File: src/source/mux_pkg.sv
// Shared definitions of the request multiplexer
// Beat geometry, vector typedefs and request descriptors
`default_nettype none

package mux_pkg;

  // ------------------------------
  // Beat geometry
  // ------------------------------
  // One response data beat
  localparam int DATA_BITS  = 64;
  localparam int BEAT_BYTES = DATA_BITS / 8;
  // Byte offset bits within a beat
  localparam int BEAT_LOG   = $clog2(BEAT_BYTES);

  // ------------------------------
  // Request fields
  // ------------------------------
  localparam int LEN_BITS  = 16;
  localparam int ADDR_BITS = 48;
  // Beats minus one fit in what is left after the offset bits
  localparam int BLEN_BITS = LEN_BITS - BEAT_LOG;

  typedef logic [LEN_BITS-1:0]  len_t;
  typedef logic [ADDR_BITS-1:0] addr_t;
  typedef logic [BLEN_BITS-1:0] blen_t;
  typedef logic [DATA_BITS-1:0] data_t;

  // Request descriptor as sent by a stream
  typedef struct packed {
    addr_t vaddr;
    len_t  len;
    logic  wr;
  } req_t;

  // Descriptor after decode
  typedef struct packed {
    req_t  req;
    // Number of beats minus one
    blen_t n_beats;
  } dreq_t;

endpackage

`default_nettype wire
File: src/source/user_mux_top.sv
// Top level of the request multiplexer
// Per stream decode, round-robin arbiter, sequence FIFO
// and response data router
`timescale 1ns/1ps
`default_nettype none

module user_mux_top #(
  parameter int N_STREAMS     = 4,
  parameter int N_OUTSTANDING = 8
) (
  input  wire                                 aclk,
  input  wire                                 aresetn,

  // Stream requests
  input  wire [N_STREAMS-1:0]                 s_req_valid,
  output logic [N_STREAMS-1:0]                s_req_ready,
  input  wire mux_pkg::req_t [N_STREAMS-1:0]  s_req_data,

  // Shared request channel
  output logic                                m_req_valid,
  input  wire                                 m_req_ready,
  output mux_pkg::req_t                       m_req_data,

  // Shared response data
  input  wire                                 s_rsp_valid,
  output logic                                s_rsp_ready,
  input  wire mux_pkg::data_t                 s_rsp_data,

  // Stream responses
  output logic [N_STREAMS-1:0]                m_rsp_valid,
  input  wire [N_STREAMS-1:0]                 m_rsp_ready,
  output logic [N_STREAMS-1:0]                m_rsp_last,
  output mux_pkg::data_t                      m_rsp_data
);

  localparam int ID_BITS = (N_STREAMS > 1) ? $clog2(N_STREAMS) : 1;

  // Decode to arbiter
  logic [N_STREAMS-1:0]           dec_valid;
  logic [N_STREAMS-1:0]           dec_ready;
  mux_pkg::dreq_t [N_STREAMS-1:0] dec_data;

  // Arbiter to queue
  logic               push_valid;
  logic               push_ready;
  logic [ID_BITS-1:0] push_id;
  mux_pkg::blen_t     push_beats;

  // Queue head to router
  logic               head_valid;
  logic               head_ready;
  logic [ID_BITS-1:0] head_id;
  mux_pkg::blen_t     head_beats;

  // ------------------------------
  // Decode stages
  // ------------------------------
  for (genvar i = 0; i < N_STREAMS; i++) begin : g_dec
    req_decode req_decode_i (
      .aclk    (aclk),
      .aresetn (aresetn),
      .s_valid (s_req_valid[i]),
      .s_ready (s_req_ready[i]),
      .s_data  (s_req_data[i]),
      .m_valid (dec_valid[i]),
      .m_ready (dec_ready[i]),
      .m_data  (dec_data[i])
    );
  end

  // ------------------------------
  // Arbiter, queue and router
  // ------------------------------
  rr_arbiter #(
    .N_STREAMS (N_STREAMS)
  ) rr_arbiter_i (
    .aclk      (aclk),
    .aresetn   (aresetn),
    .s_valid   (dec_valid),
    .s_ready   (dec_ready),
    .s_data    (dec_data),
    .m_valid   (m_req_valid),
    .m_ready   (m_req_ready),
    .m_data    (m_req_data),
    .seq_valid (push_valid),
    .seq_ready (push_ready),
    .seq_id    (push_id),
    .seq_beats (push_beats)
  );

  seq_queue #(
    .N_STREAMS     (N_STREAMS),
    .N_OUTSTANDING (N_OUTSTANDING)
  ) seq_queue_i (
    .aclk    (aclk),
    .aresetn (aresetn),
    .s_valid (push_valid),
    .s_ready (push_ready),
    .s_id    (push_id),
    .s_beats (push_beats),
    .m_valid (head_valid),
    .m_ready (head_ready),
    .m_id    (head_id),
    .m_beats (head_beats)
  );

  data_router #(
    .N_STREAMS (N_STREAMS)
  ) data_router_i (
    .aclk      (aclk),
    .aresetn   (aresetn),
    .seq_valid (head_valid),
    .seq_ready (head_ready),
    .seq_id    (head_id),
    .seq_beats (head_beats),
    .s_valid   (s_rsp_valid),
    .s_ready   (s_rsp_ready),
    .s_data    (s_rsp_data),
    .m_valid   (m_rsp_valid),
    .m_ready   (m_rsp_ready),
    .m_data    (m_rsp_data),
    .m_last    (m_rsp_last)
  );

endmodule

`default_nettype wire

File: src/source/data_router.sv
// Response data router
// Steers beats to the stream of the head sequence entry,
// counts beats and marks the last one
`timescale 1ns/1ps
`default_nettype none

module data_router #(
  parameter  int N_STREAMS = 4,
  localparam int ID_BITS   = (N_STREAMS > 1) ? $clog2(N_STREAMS) : 1
) (
  input  wire                   aclk,
  input  wire                   aresetn,

  // Head sequence entry
  input  wire                   seq_valid,
  output logic                  seq_ready,
  input  wire [ID_BITS-1:0]     seq_id,
  input  wire mux_pkg::blen_t   seq_beats,

  // Shared response data in
  input  wire                   s_valid,
  output logic                  s_ready,
  input  wire mux_pkg::data_t   s_data,

  // Per stream response out
  output logic [N_STREAMS-1:0]  m_valid,
  input  wire [N_STREAMS-1:0]   m_ready,
  output mux_pkg::data_t        m_data,
  output logic [N_STREAMS-1:0]  m_last
);

  // Beats already passed for the head entry
  mux_pkg::blen_t beat_cnt;
  // Current beat closes the entry
  logic           last_beat;
  // Beat transfer on the routed stream
  logic           beat_xfer;

  assign last_beat = (beat_cnt == seq_beats);

  // ------------------------------
  // Routing
  // ------------------------------
  // Data is shared, valid and last go to one stream
  assign m_data = s_data;

  always_comb begin
    m_valid = '0;
    m_last  = '0;
    if (seq_valid) begin
      m_valid[seq_id] = s_valid;
      m_last[seq_id]  = last_beat;
    end
  end

  // Stalled owner stalls the shared input
  assign s_ready   = seq_valid && m_ready[seq_id];
  assign beat_xfer = s_valid && s_ready;
  // Pop on the final beat
  assign seq_ready = beat_xfer && last_beat;

  // ------------------------------
  // Beat counter
  // ------------------------------
  always_ff @(posedge aclk) begin
    if (!aresetn) begin
      beat_cnt <= '0;
    end else if (beat_xfer) begin
      if (last_beat) begin
        // Next entry starts from zero
        beat_cnt <= '0;
      end else begin
        beat_cnt <= beat_cnt + 1'b1;
      end
    end
  end

endmodule

`default_nettype wire

File: src/source/seq_queue.sv
// Sequence FIFO of granted requests
// Stream id and beat count, waiting for the response data
`timescale 1ns/1ps
`default_nettype none

module seq_queue #(
  parameter  int N_STREAMS     = 4,
  parameter  int N_OUTSTANDING = 8,
  localparam int ID_BITS       = (N_STREAMS > 1) ? $clog2(N_STREAMS) : 1
) (
  input  wire                  aclk,
  input  wire                  aresetn,

  // Push side
  input  wire                  s_valid,
  output logic                 s_ready,
  input  wire [ID_BITS-1:0]    s_id,
  input  wire mux_pkg::blen_t  s_beats,

  // Head entry
  output logic                 m_valid,
  input  wire                  m_ready,
  output logic [ID_BITS-1:0]   m_id,
  output mux_pkg::blen_t       m_beats
);

  localparam int PTR_BITS = (N_OUTSTANDING > 1) ? $clog2(N_OUTSTANDING) : 1;
  localparam int CNT_BITS = $clog2(N_OUTSTANDING + 1);
  localparam logic [PTR_BITS-1:0] LAST_PTR = PTR_BITS'(N_OUTSTANDING - 1);
  localparam logic [CNT_BITS-1:0] FULL_CNT = CNT_BITS'(N_OUTSTANDING);

  // One stored entry
  typedef struct packed {
    logic [ID_BITS-1:0] id;
    mux_pkg::blen_t     beats;
  } seq_t;

  seq_t                mem [N_OUTSTANDING];
  logic [PTR_BITS-1:0] wr_ptr;
  logic [PTR_BITS-1:0] rd_ptr;
  logic [CNT_BITS-1:0] count;
  logic                push;
  logic                pop;

  assign s_ready = (count != FULL_CNT);
  assign m_valid = (count != '0);
  assign push    = s_valid && s_ready;
  assign pop     = m_valid && m_ready;

  // Head straight from storage
  assign m_id    = mem[rd_ptr].id;
  assign m_beats = mem[rd_ptr].beats;

  // ------------------------------
  // Pointers and fill level
  // ------------------------------
  always_ff @(posedge aclk) begin
    if (!aresetn) begin
      wr_ptr <= '0;
      rd_ptr <= '0;
      count  <= '0;
    end else begin
      if (push) begin
        wr_ptr <= (wr_ptr == LAST_PTR) ? '0 : wr_ptr + 1'b1;
      end
      if (pop) begin
        rd_ptr <= (rd_ptr == LAST_PTR) ? '0 : rd_ptr + 1'b1;
      end
      // Push and pop together keep the level
      if (push && !pop) begin
        count <= count + 1'b1;
      end else if (pop && !push) begin
        count <= count - 1'b1;
      end
    end
  end

  // Entry storage
  always_ff @(posedge aclk) begin
    if (push) begin
      mem[wr_ptr] <= '{id: s_id, beats: s_beats};
    end
  end

endmodule

`default_nettype wire

File: src/source/rr_arbiter.sv
// Round-robin arbiter of the decoded stream requests
// Grants one stream onto the shared request output and
// pushes the matching sequence entry
`timescale 1ns/1ps
`default_nettype none

module rr_arbiter #(
  parameter  int N_STREAMS = 4,
  localparam int ID_BITS   = (N_STREAMS > 1) ? $clog2(N_STREAMS) : 1
) (
  input  wire                                  aclk,
  input  wire                                  aresetn,

  // Decoded requests, one per stream
  input  wire [N_STREAMS-1:0]                  s_valid,
  output logic [N_STREAMS-1:0]                 s_ready,
  input  wire mux_pkg::dreq_t [N_STREAMS-1:0]  s_data,

  // Shared request output
  output logic                                 m_valid,
  input  wire                                  m_ready,
  output mux_pkg::req_t                        m_data,

  // Sequence entry push
  output logic                                 seq_valid,
  input  wire                                  seq_ready,
  output logic [ID_BITS-1:0]                   seq_id,
  output mux_pkg::blen_t                       seq_beats
);

  // Highest stream id, where the pointer wraps
  localparam logic [ID_BITS-1:0] LAST_ID = ID_BITS'(N_STREAMS - 1);

  // Stream searched first
  logic [ID_BITS-1:0] rr_ptr;
  // Search result
  logic               found;
  logic [ID_BITS-1:0] gnt_id;
  // Candidate index, wrapped
  int                 idx;

  // ------------------------------
  // Grant search
  // ------------------------------
  always_comb begin
    found  = 1'b0;
    gnt_id = '0;
    idx    = 0;
    // Walk from the pointer, first valid wins
    for (int i = 0; i < N_STREAMS; i++) begin
      idx = int'(rr_ptr) + i;
      if (idx >= N_STREAMS) begin
        idx = idx - N_STREAMS;
      end
      if (!found && s_valid[idx]) begin
        found  = 1'b1;
        gnt_id = ID_BITS'(idx);
      end
    end
  end

  // Only while the queue can take the entry
  assign m_valid = found && seq_ready;

  // Ready back to the granted stream only
  always_comb begin
    s_ready         = '0;
    s_ready[gnt_id] = found && m_ready && seq_ready;
  end

  // Granted stream's data
  assign m_data    = s_data[gnt_id].req;
  assign seq_id    = gnt_id;
  assign seq_beats = s_data[gnt_id].n_beats;
  // Push together with the request transfer
  assign seq_valid = m_valid && m_ready;

  // ------------------------------
  // Round-robin pointer
  // ------------------------------
  always_ff @(posedge aclk) begin
    if (!aresetn) begin
      rr_ptr <= '0;
    end else if (m_valid && m_ready) begin
      // One step per granted transfer
      if (rr_ptr == LAST_ID) begin
        rr_ptr <= '0;
      end else begin
        rr_ptr <= rr_ptr + 1'b1;
      end
    end
  end

endmodule

`default_nettype wire

File: src/source/req_decode.sv
// Decode stage of one request stream
// Holds one descriptor and adds its beat count
`timescale 1ns/1ps
`default_nettype none

module req_decode (
  input  wire                 aclk,
  input  wire                 aresetn,

  // Descriptor from the stream
  input  wire                 s_valid,
  output logic                s_ready,
  input  wire mux_pkg::req_t  s_data,

  // Decoded descriptor toward the arbiter
  output logic                m_valid,
  input  wire                 m_ready,
  output mux_pkg::dreq_t      m_data
);

  // Stage holds a descriptor
  logic full;
  // Byte length minus one, before the beat shift
  mux_pkg::len_t len_m1;

  assign len_m1 = s_data.len - mux_pkg::len_t'(1);

  // Empty slot, or the held one leaves this cycle
  assign s_ready = !full || m_ready;
  assign m_valid = full;

  // ------------------------------
  // Occupancy
  // ------------------------------
  always_ff @(posedge aclk) begin
    if (!aresetn) begin
      full <= 1'b0;
    end else if (s_valid && s_ready) begin
      // Refill, also when the old one leaves
      full <= 1'b1;
    end else if (m_ready) begin
      full <= 1'b0;
    end
  end

  // ------------------------------
  // Descriptor and beat count
  // ------------------------------
  always_ff @(posedge aclk) begin
    if (s_valid && s_ready) begin
      m_data.req     <= s_data;
      // Beats minus one from the byte length
      m_data.n_beats <= mux_pkg::blen_t'(len_m1 >> mux_pkg::BEAT_LOG);
    end
  end

endmodule

`default_nettype wire

File: config.mk
export PLATFORM = sky130hd
export DESIGN_NAME = user_mux_top
export DESIGN_NICKNAME = d
export VERILOG_FILES = /design/src/source/mux_pkg.sv /design/src/source/user_mux_top.sv /design/src/source/data_router.sv /design/src/source/seq_queue.sv /design/src/source/rr_arbiter.sv /design/src/source/req_decode.sv
export SDC_FILE = /design/constraint.sdc
export NUM_CORES = 1
export LEC_CHECK = 0
export CAP_MARGIN = 20
export CORE_MARGIN = 5
export CORE_UTILIZATION = 30
export CTS_BUF_LIST = sky130_fd_sc_hd__clkbuf_8
export DETAILED_ROUTE_END_ITERATION = 7
export DONT_BUFFER_PORTS = 1
export SLEW_MARGIN = 15
export SYNTH_ARGS = -nofsm -noshare
export SYNTH_HDL_FRONTEND = slang
export SYNTH_SLANG_ARGS = --single-unit
File: constraint.sdc
create_clock -name aclk -period 16.21 [get_ports aclk]
set_input_delay 3.242 -clock aclk [delete_from_list [all_inputs] [get_ports aclk]]
set_output_delay 3.242 -clock aclk [all_outputs]
set_load 0.02 [all_outputs]
==> results of run 1 <==
-- worst paths after layout --
check                                       endpoint  cells after the start  slack (ns)
worst max-delay path                  m_req_data[26]                      7        8.33
worst min-delay path                       flip-flop                      2        0.49
worst max register to register  seq_queue_i.count[3]                     16       11.47
worst min register to register             flip-flop                      2        0.49
-- logic make-up (layout without fill, tap and decap cells) --
kind of cell,Yosys count,after routing
simple gates,412,412
other cells,0,2
flops,464,464
xor+xnor,59,59
compound gates,217,217
mux,61,61
buf+inv,155,157
fa+ha+maj,10,10
-- final cells by class --
| cell class | instances | share of cell area |
|---|---|---|
| Clock inverter | 55 | 0.0134 |
| Clock buffer | 77 | 0.0497 |
| Antenna cell | 2 | 0.000235 |
| Tap cell | 855 | 0.0501 |
| Timing Repair Buffer | 15 | 0.00621 |
| Multi-Input combinational cell | 759 | 0.241 |
| Sequential cell | 464 | 0.638 |
| Inverter | 10 | 0.00188 |
-- layer usage --
metal	global-route usage	share of wire
met1	0.153	0.39
met2	0.223	0.49
met3	0.0536	0.095
met4	0.0443	0.025
met5	0	0.00027
-- cell usage in the layout, fill, tap and decap left out, types with 11 or more instances in the layout --
cell      Yosys  layout
edfxtp_1    432     432
a21oi_1      15      14
mux2i_1      25      25
nand2b_1     15      15
dfxtp_1      32      31
inv_1         9      33
xor2_1       32      32
mux2_2       17      17
and2_1       76      73
a211oi_1     78      78
nor3_1       17      14
xnor2_1      27      27
nor2_1       39      38
a31oi_1      78      78
mux4_2       19      19
nand2_1     194     194
o21ai_0      17      17
nand4_1      11      11
clkinv_1      1      18
buf_4        70      13
clkbuf_8      0      77
-- state kept, by name, indices dropped and copies added (netlist names), named ones only --
register,cells
data_router_i.beat_cnt,13
g_dec.req_decode_i.m_data,312
g_dec.req_decode_i.m_valid,4
rr_arbiter_i.rr_ptr,2
seq_queue_i.count,4
seq_queue_i.mem,120
seq_queue_i.rd_ptr,3
seq_queue_i.wr_ptr,3
-- metrics by stage --
| stage | worst slack, ns | hold WS [ns] |
|---|---|---|
| finish | 8.33 | 0.490 |
| global route | 7.97 | 0.538 |
| global placement | 8.51 | 0.469 |
| CTS | 8.30 | 0.491 |
| floorplan | 8.27 | 0.454 |
| detailed placement | 8.47 | 0.486 |
-- power breakdown --
group	total, uW	internal (uW)	switching [uW]
clock network	923	472	451
registers	1460	1440	26.7
logic	560	136	424
total	2950	2050	902
-- worst max-delay path, delay by kind of cell, from the launching register on --
family	cells	cell delay, ns
fa+ha+maj	1	0.40
buf+inv	2	1.41
flops	1	0.55
compound gates	4	1.60
==> summary.txt, run 1 <==
Logic synthesis
  • Cells after Synth: 1,378
  • EDFF count, synth: 432
  • Synth area leaders: edfxtp_1, nand2_1, dfxtp_1, a211oi_1, buf_4
  • Share of the synthesized area in the top cell type: 0.665
  • Syn Nets: 1,724
  • Register area share after synthesis: 0.698
  • Post-synthesis adder-cell area fraction: 0.00680
  • Complex-gate fraction of the synthesized area: 0.0752
  • Post-Synth Simple-Gate Area: 0.105
  • Synth top cells by count: edfxtp_1, nand2_1, a211oi_1, a31oi_1, and2_1
  • YS warnings: 0
  • Synth Area per Inst: 14.2 sq um
  • Netlist Area Pre-Place: 19,500 sq um
  • Cell variety after synth: 59
  • Main combinational cell family by area after synthesis: simple AND/OR/NAND/NOR gates
  • Ys flop type: edfxtp_1
  • Post-Synth XOR/XNOR Area: 0.0265
  • Asr flop ratio synth: 0
  • Synth area leader: edfxtp_1
  • Count leader, synth: edfxtp_1
  • Yosys reg bits: 464
  • Mux cell area share after synthesis: 0.0446

Floorplan
  • Die span in x: 265 um
  • Initial core utilization: 0.303
  • Die footprint: 70,200 sq um
  • Row cnt: 93
  • Die Span Y: 265 um
  • Core area: 64,500 sq um
  • Top-level I/O count: 479

STA
  • Rel. slew slack: 0.279
  • Fin. Hold Viols: 0
  • Worst-Margin Slew: 1.08 ns
  • Final TNS setup: 0 ns
  • Fmax: 0.127 GHz
  • Setup repair after global routing missed its margin: no
  • Worst Skew: 0.0186 ns
  • Final setup viols: 0
  • Min Clock Period, post-route: 7.88 ns
  • Max-slew violations: 0
  • Final period util: 0.486

Clock tree
  • H-tree depth: 3
  • CTS Hold Bufs: 0
  • Maximum clock insertion buffer count: 3
  • Clk sink count: 464
  • TritonCTS clock tree: yes
  • Worst-path clk slew: 0.06 ns
  • Worst-Skew Late Latency: 0.61 ns
  • CTS root buf: clkbuf_8
  • Post_cts resized: 0
  • CTS buffer count: 74
  • Setup bufs post-CTS: 0

GRT
  • Vias in the first global route: 11,400
  • Grt ovf: 0
  • Antenna violations before repair: 3
  • Largest net degree at the start of global routing: 169
  • First-pass GRT wire length: 71,500 um
  • Total track usage: 0.132

Final layout
  • # fillers: 6,297
  • Post-layout net count: 1,670
  • Post-route cell area: 21,300 sq um
  • Share of cells above drive strength 1: 0.125
  • Utilization after layout: 0.331
  • Synth-to-Final Area Change: 9.43%
  • Sequential Area: 13,600 sq um
  • Fin cells: 2,237
  • Multi-input logic area: 5130 sq um

Detailed routing
  • Drt wl/cell: 21.7 um
  • Post-DRT Antenna Nets: 0
  • Iteration-0 DRC Markers: 678
  • Total number of vias: 11,000
  • Final wirelength: 48,600 um
  • Vias per cell: 4.92
  • DRC: 0
  • 1st-pass router iterations: 4

Status
  • Outcome: complete, no violations

Placed design
  • Port Buf Inserts: 0
  • Dpl cells: 2,103
  • DP Area: 20,000 sq um
  • Placed wire-length estimate: 32,300 um
  • Placer Congestion: 0.867

Critical path
  • Worst Setup SP: rr_arbiter_i.rr_ptr[0]
  • CP Capture Type: output port
  • Crit Path Max Fanout: 81
  • Crit path DAT: 4.64 ns
  • CP cell instances: ha_1 -> a221oi_1 -> o32a_2 -> buf_4 -> buf_4 -> a211oi_1 -> a31oi_1
  • Setup CP Type: flip-flop to output port
  • WP data required: 12.97 ns
  • Slowest cell on crit path: buf_4
  • Startpoint types: flip-flop
  • Most common cell on crit path: buf_4
  • Slowest cell delay on critical path: 0.76 ns

Power and ir drop
  • Maximum vdd drop: 0.0000891 V
  • Pwr/cell area: 138 nW/um^2
  • Power Total: 2950 uW
  • Leak: 0.00694 uW

Worst hold path
  • Worst hold path class: flip-flop to flip-flop
  • Hold path start: seq_queue_i.rd_ptr[0]

Job
  • Max-cap viol count: 0
No activity file was read; power rests on OpenSTA's default activity.
==> run 2: changes to the inputs <==
==> constraint.sdc (replaced) <==
create_clock -name aclk -period 6.33 [get_ports aclk]
set_input_delay 1.266 -clock aclk [delete_from_list [all_inputs] [get_ports aclk]]
set_output_delay 1.266 -clock aclk [all_outputs]
set_load 0.02 [all_outputs]
==> run 2 against run 1 <==
Against the previous run:
- register-to-register slack got worse by 9.8 ns
- design area grew 1.4%
- cell count increased by 0.63%
- via count grew 1.7%
- critical path depth up 1
- first-iteration DRC count grew 2.8%
- clock skew up 0.019 ns
- utilization grew 0.48 points
- combinational power grew to 2.7 times the previous value
- clock power grew to 2.9 times the previous value
- highest routed layer unchanged
==> summary.txt, run 2 (synthesis gave the netlist of run 1 again) <==
Status
  • Outcome: complete, no violations

Critical path
  • WP data required: 5.06 ns
  • Slowest cell delay on critical path: 0.84 ns
  • Setup CP Type: flip-flop to output port
  • CP Buf/Inv Count: 1
  • CP Capture Type: output port
  • Crit path DAT: 4.01 ns
  • Top delay family on crit path: simple AND/OR/NAND/NOR gates
  • Crit Path Max Fanout: 24
  • Slowest cell on crit path: dfxtp_2
  • CP cell instances: buf_4 -> mux2i_1 -> a22o_1 -> o21ai_0 -> nand4_1 -> nor4_1 -> nand4_1 -> nor2_1
  • Most common cell on crit path: nand4_1
  • Startpoint types: flip-flop

Final layout
  • Share of cells above drive strength 1: 0.136
  • Most common cell after layout, fill and taps aside: edfxtp_1
  • Largest register by flop count: g_dec.req_decode_i.m_data
  • Post-layout net count: 1,678
  • Largest regs: g_dec.req_decode_i.m_data x312, seq_queue_i.mem x120, data_router_i.beat_cnt x13
  • Most frequent cells in the layout: edfxtp_1, nand2_1, clkbuf_8, a211oi_1, a31oi_1
  • Max FFs per register: 312
  • Synth-to-Final Area Change: 11.0%

Worst hold path
  • Worst hold path class: flip-flop to flip-flop
  • Hold path start: seq_queue_i.rd_ptr[0]

Clock tree
  • Worst-path clk slew: 0.05 ns
  • Maximum clock insertion buffer count: 3
  • Setup bufs post-CTS: 0
  • TritonCTS clock tree: yes
  • CTS buffer count: 79
  • Clk sink count: 464
  • Worst-Skew Late Latency: 0.64 ns
  • H-tree depth: 3
  • Post_cts resized: 0
  • CTS root buf: clkbuf_8
  • CTS Hold Bufs: 0

GRT
  • Antenna violations before repair: 4
  • Total track usage: 0.134
  • Vias in the first global route: 11,400
  • First-pass GRT wire length: 72,400 um
  • Grt ovf: 0
  • Largest net degree at the start of global routing: 159

STA
  • Final TNS setup: 0 ns
  • Rel. slew slack: 0.321
  • Fin. Hold Viols: 0
  • PnR worst setup slack: 1.06 ns
  • Fmax: 0.190 GHz
  • Final setup viols: 0
  • Final period util: 0.833
  • Worst-Margin Slew: 1.02 ns
  • Setup repair after global routing missed its margin: no
  • Max-slew violations: 0
  • Min Clock Period, post-route: 5.27 ns
  • Worst Skew: 0.0373 ns

Floorplan
  • Die footprint: 70,200 sq um
  • Die Span Y: 265 um
  • Core area: 64,500 sq um
  • Row cnt: 93
  • Top-level I/O count: 479
  • Die span in x: 265 um
  • Initial core utilization: 0.303

Power and ir drop
  • Maximum vdd drop: 0.000268 V
  • Pwr/cell area: 365 nW/um^2
  • Leak: 0.00710 uW

Job
  • Max-cap viol count: 0

Placed design
  • Port Buf Inserts: 0
  • Placer Congestion: 0.879
  • Placed wire-length estimate: 32,700 um
  • Setup WS pre-CTS: 1.55 ns

Detailed routing
  • Drt wl/cell: 21.7 um
  • DRC: 0
  • Post-DRT Antenna Nets: 0
  • 1st-pass router iterations: 5
  • Total number of vias: 11,200
  • Iteration-0 DRC Markers: 697
  • Final wirelength: 48,900 um
  • Vias per cell: 4.97
[run 2: cell count changes in the layout (fill, tap and decap cells not counted)]
cell	delta
buf_12	+3
buf_16	+1
buf_4	-1
bufinv_16	+4
clkbuf_8	+8
clkinv_1	-6
clkinv_2	+2
clkinv_4	+1
clkinvlp_4	-1
diode_2	+2
inv_6	+1
nor3b_2	+1
nor3b_4	-1
[run 2: power by group]
| group | internal [uW] | total, uW | switching [uW] |
|---|---|---|---|
| Clock | 1490 | 2670 | 1180 |
| Sequential | 3680 | 3750 | 68.5 |
| Combinational | 373 | 1490 | 1120 |
| Total | 5540 | 7910 | 2370 |
[run 2: metal layers]
metal	track usage	vias up	part of all wire
met4	0.0446	4	0.021
met2	0.222	468	0.49
li1	-	5031	-
met3	0.0563	80	0.096
met5	0.00338	-	0.00086
met1	0.158	5609	0.39
[run 2: cell type report]
type | count | area (sq um)
clock inverter | 56 | 403
fill | 6235 | 42800
multi-input combinational | 759 | 5130
clock buffer | 85 | 1170
timing repair buffer | 18 | 213
inverter | 10 | 40.0
sequential | 464 | 13600
antenna | 4 | 10.0
tap | 855 | 1070
[run 2: path summary, 6_finish.rpt]
path | end | slack [ns] | depth (start not counted)
setup / recovery | m_rsp_last[3] | 1.06 | 8
setup reg to reg | seq_queue_i.count[3] | 1.68 | 16
hold / removal | flip-flop | 0.51 | 2
hold reg to reg | flip-flop | 0.51 | 2
[run 2: per-stage QoR]
stage,hold slack [ns],util,instances,power (uW),area (sq um)
2_1_floorplan,0.454,-,1378,4940,19500
3_3_place_gp,0.478,0.311,2104,5290,20000
3_5_place_dp,0.495,0.311,2104,5320,20000
4_1_cts,0.509,0.335,2245,8010,21600
5_1_grt,0.533,0.336,2248,8300,21600
6_report,0.506,0.336,2251,7910,21600
[run 2: tightest hold or removal path: stages (launching register included)]
cell and delay, ns:
dfxtp_1 0.32, nand2_1 0.06, mux2i_1 0.08
==> run 3: changes to the inputs <==
==> constraint.sdc (replaced) <==
create_clock -name aclk -period 5.05 [get_ports aclk]
set_input_delay 1.01 -clock aclk [delete_from_list [all_inputs] [get_ports aclk]]
set_output_delay 1.01 -clock aclk [all_outputs]
set_load 0.02 [all_outputs]
==> run 3 against run 2 <==
Against the previous run:
- utilization up 0.28 points
- combinational power grew 31%
- non-clock buffer count rose by 22
- cell count up 1.1%
- critical endpoint is now m_req_data[50]
- highest routed layer unchanged
- die area unchanged
- critical path type unchanged
==> summary.txt, run 3 (synthesis gave the netlist of run 1 again) <==
STA
  • Fmax: 0.214 GHz
  • Max-slew violations: 0
  • Final setup viols: 0
  • Fin. Hold Viols: 0
  • PnR worst setup slack: 0.379 ns
  • Worst-Margin Slew: 1.01 ns
  • Rel. slew slack: 0.323
  • Setup repair after global routing missed its margin: no
  • Worst Skew: 0.0237 ns
  • Final period util: 0.925
  • Min Clock Period, post-route: 4.67 ns
  • Final TNS setup: 0 ns

Power and ir drop
  • Leak: 0.00720 uW
  • Int Power: 6890 uW
  • Combinational Power Share: 0.197
  • Sw frac: 0.303
  • Clock Power Share: 0.327
  • Pwr/cell area: 453 nW/um^2
  • Maximum vdd drop: 0.000261 V
  • Switching pwr: 3000 uW
  • Reg power frac: 0.476

Clock tree
  • H-tree depth: 3
  • Post_cts resized: 0
  • Worst-path clk slew: 0.06 ns
  • Worst-Skew Late Latency: 0.64 ns
  • TritonCTS clock tree: yes
  • Clk sink count: 464
  • CTS root buf: clkbuf_8
  • CTS Hold Bufs: 0
  • Maximum clock insertion buffer count: 3
  • Setup bufs post-CTS: 0
  • CTS buffer count: 77

Floorplan
  • Row cnt: 93
  • Die span in x: 265 um
  • Top-level I/O count: 479
  • Die footprint: 70,200 sq um
  • Initial core utilization: 0.303
  • Core area: 64,500 sq um
  • Die Span Y: 265 um

Placed design
  • Placer Congestion: 0.847
  • Placed wire-length estimate: 33,300 um
  • Setup WS pre-CTS: 0.744 ns
  • Port Buf Inserts: 0

GRT
  • First-pass GRT wire length: 72,200 um
  • Antenna violations before repair: 3
  • Met2 Use GR: 0.221
  • GR Util met1: 0.156
  • Met3 Use GR: 0.0568
  • Vias in the first global route: 11,700
  • Grt ovf: 0
  • Largest net degree at the start of global routing: 159
  • GR peak layer: met2
  • Total track usage: 0.134

Critical path
  • CP Capture Type: output port
  • WP data required: 4.04 ns
  • CP cell instances: ha_1 -> a221oi_1 -> o32a_2 -> buf_12 -> a211oi_1 -> a31oi_1
  • CP Buf/Inv Count: 1
  • Startpoint types: flip-flop
  • Critical path depth in cells: 6
  • Setup CP Type: flip-flop to output port
  • Top delay family on crit path: compound AO/OA/AOI/OAI gates
  • Crit Path Max Fanout: 158
  • Slowest cell on crit path: dfxtp_1
  • Worst-case reg-to-reg path depth: 17
  • Crit path DAT: 3.66 ns
  • Slowest cell delay on critical path: 0.55 ns

Detailed routing
  • Post-DRT Antenna Nets: 0
  • Drt wl/cell: 21.5 um
  • 1st-pass router iterations: 5
  • DRC: 0
  • Total number of vias: 11,200
  • Final wirelength: 48,900 um
  • Vias per cell: 4.92
  • Iteration-0 DRC Markers: 758

Final layout
  • Max FFs per register: 312
  • Most frequent cells in the layout: edfxtp_1, nand2_1, clkbuf_8, a211oi_1, a31oi_1
  • Synth-to-Final Area Change: 11.9%
  • Largest regs: g_dec.req_decode_i.m_data x312, seq_queue_i.mem x120, data_router_i.beat_cnt x13
  • Share of cells above drive strength 1: 0.151
  • Largest register by flop count: g_dec.req_decode_i.m_data
  • Post-layout net count: 1,698
  • Most common cell after layout, fill and taps aside: edfxtp_1

Worst hold path
  • Depth of the worst hold-timing path: 0
  • Worst hold path class: input pin to flip-flop

Job
  • Max-cap viol count: 0

Status
  • Outcome: complete, no violations
==> run 3: cell count changes in the layout (fill, tap and decap cells not counted), sizes merged <==
cell | before | now
inv | 35 | 34
buf | 18 | 40
clkbuf | 85 | 83
bufinv | 6 | 4
clkinv | 21 | 28
==> run 3: final timing paths <==
check / startpoint / endpoint / slack (ns)
max: rr_arbiter_i.rr_ptr[0] / m_req_data[50] / 0.38
min: s_req_data[134] / g_dec[2].req_decode_i.m_data[17] / 0.47
max reg2reg: flip-flop / seq_queue_i.count[3] / 0.76
min reg2reg: seq_queue_i.rd_ptr[2] / flip-flop / 0.51
==> run 3: layer usage <==
metal | share of wire | vias up
li1 | - | 5078
met1 | 0.39 | 5536
met2 | 0.49 | 491
met3 | 0.098 | 91
met4 | 0.027 | 6
met5 | 0.0017 | -
==> run 3: area by class of cell <==
class                   count  area [sq um]
fillers                  6227         42600
flip-flops and latches    464         13600
multi-input cells         759          5130
clock buffers              83          1140
well taps                 855          1070
repair buffers             40           438
clock inverters            60           379
inverters                  10          40.0
diodes                      4          10.0
==> run 3: through the flow <==
step	total power (uW)	hold slack (ns)	util	cell area (sq um)	instances
finish	9890	0.467	0.339	21800	2275
detailed placement	6760	0.497	0.315	20300	2128
CTS	10000	0.388	0.338	21800	2271
global route	10400	0.408	0.338	21800	2272
floorplan	6200	0.454	-	19500	1378
global placement	6730	0.479	0.315	20300	2128
==> run 3: power groups by stage <==
| stage | Clock, uW | Combinational, uW | Sequential, uW |
|---|---|---|---|
| after global placement | 0 | 1960 | 4770 |
| after global routing | 3540 | 2120 | 4720 |
| final | 3240 | 1950 | 4700 |
| after floorplan | 0 | 1440 | 4760 |
| after detailed placement | 0 | 1980 | 4780 |
| after CTS | 3360 | 1980 | 4700 |
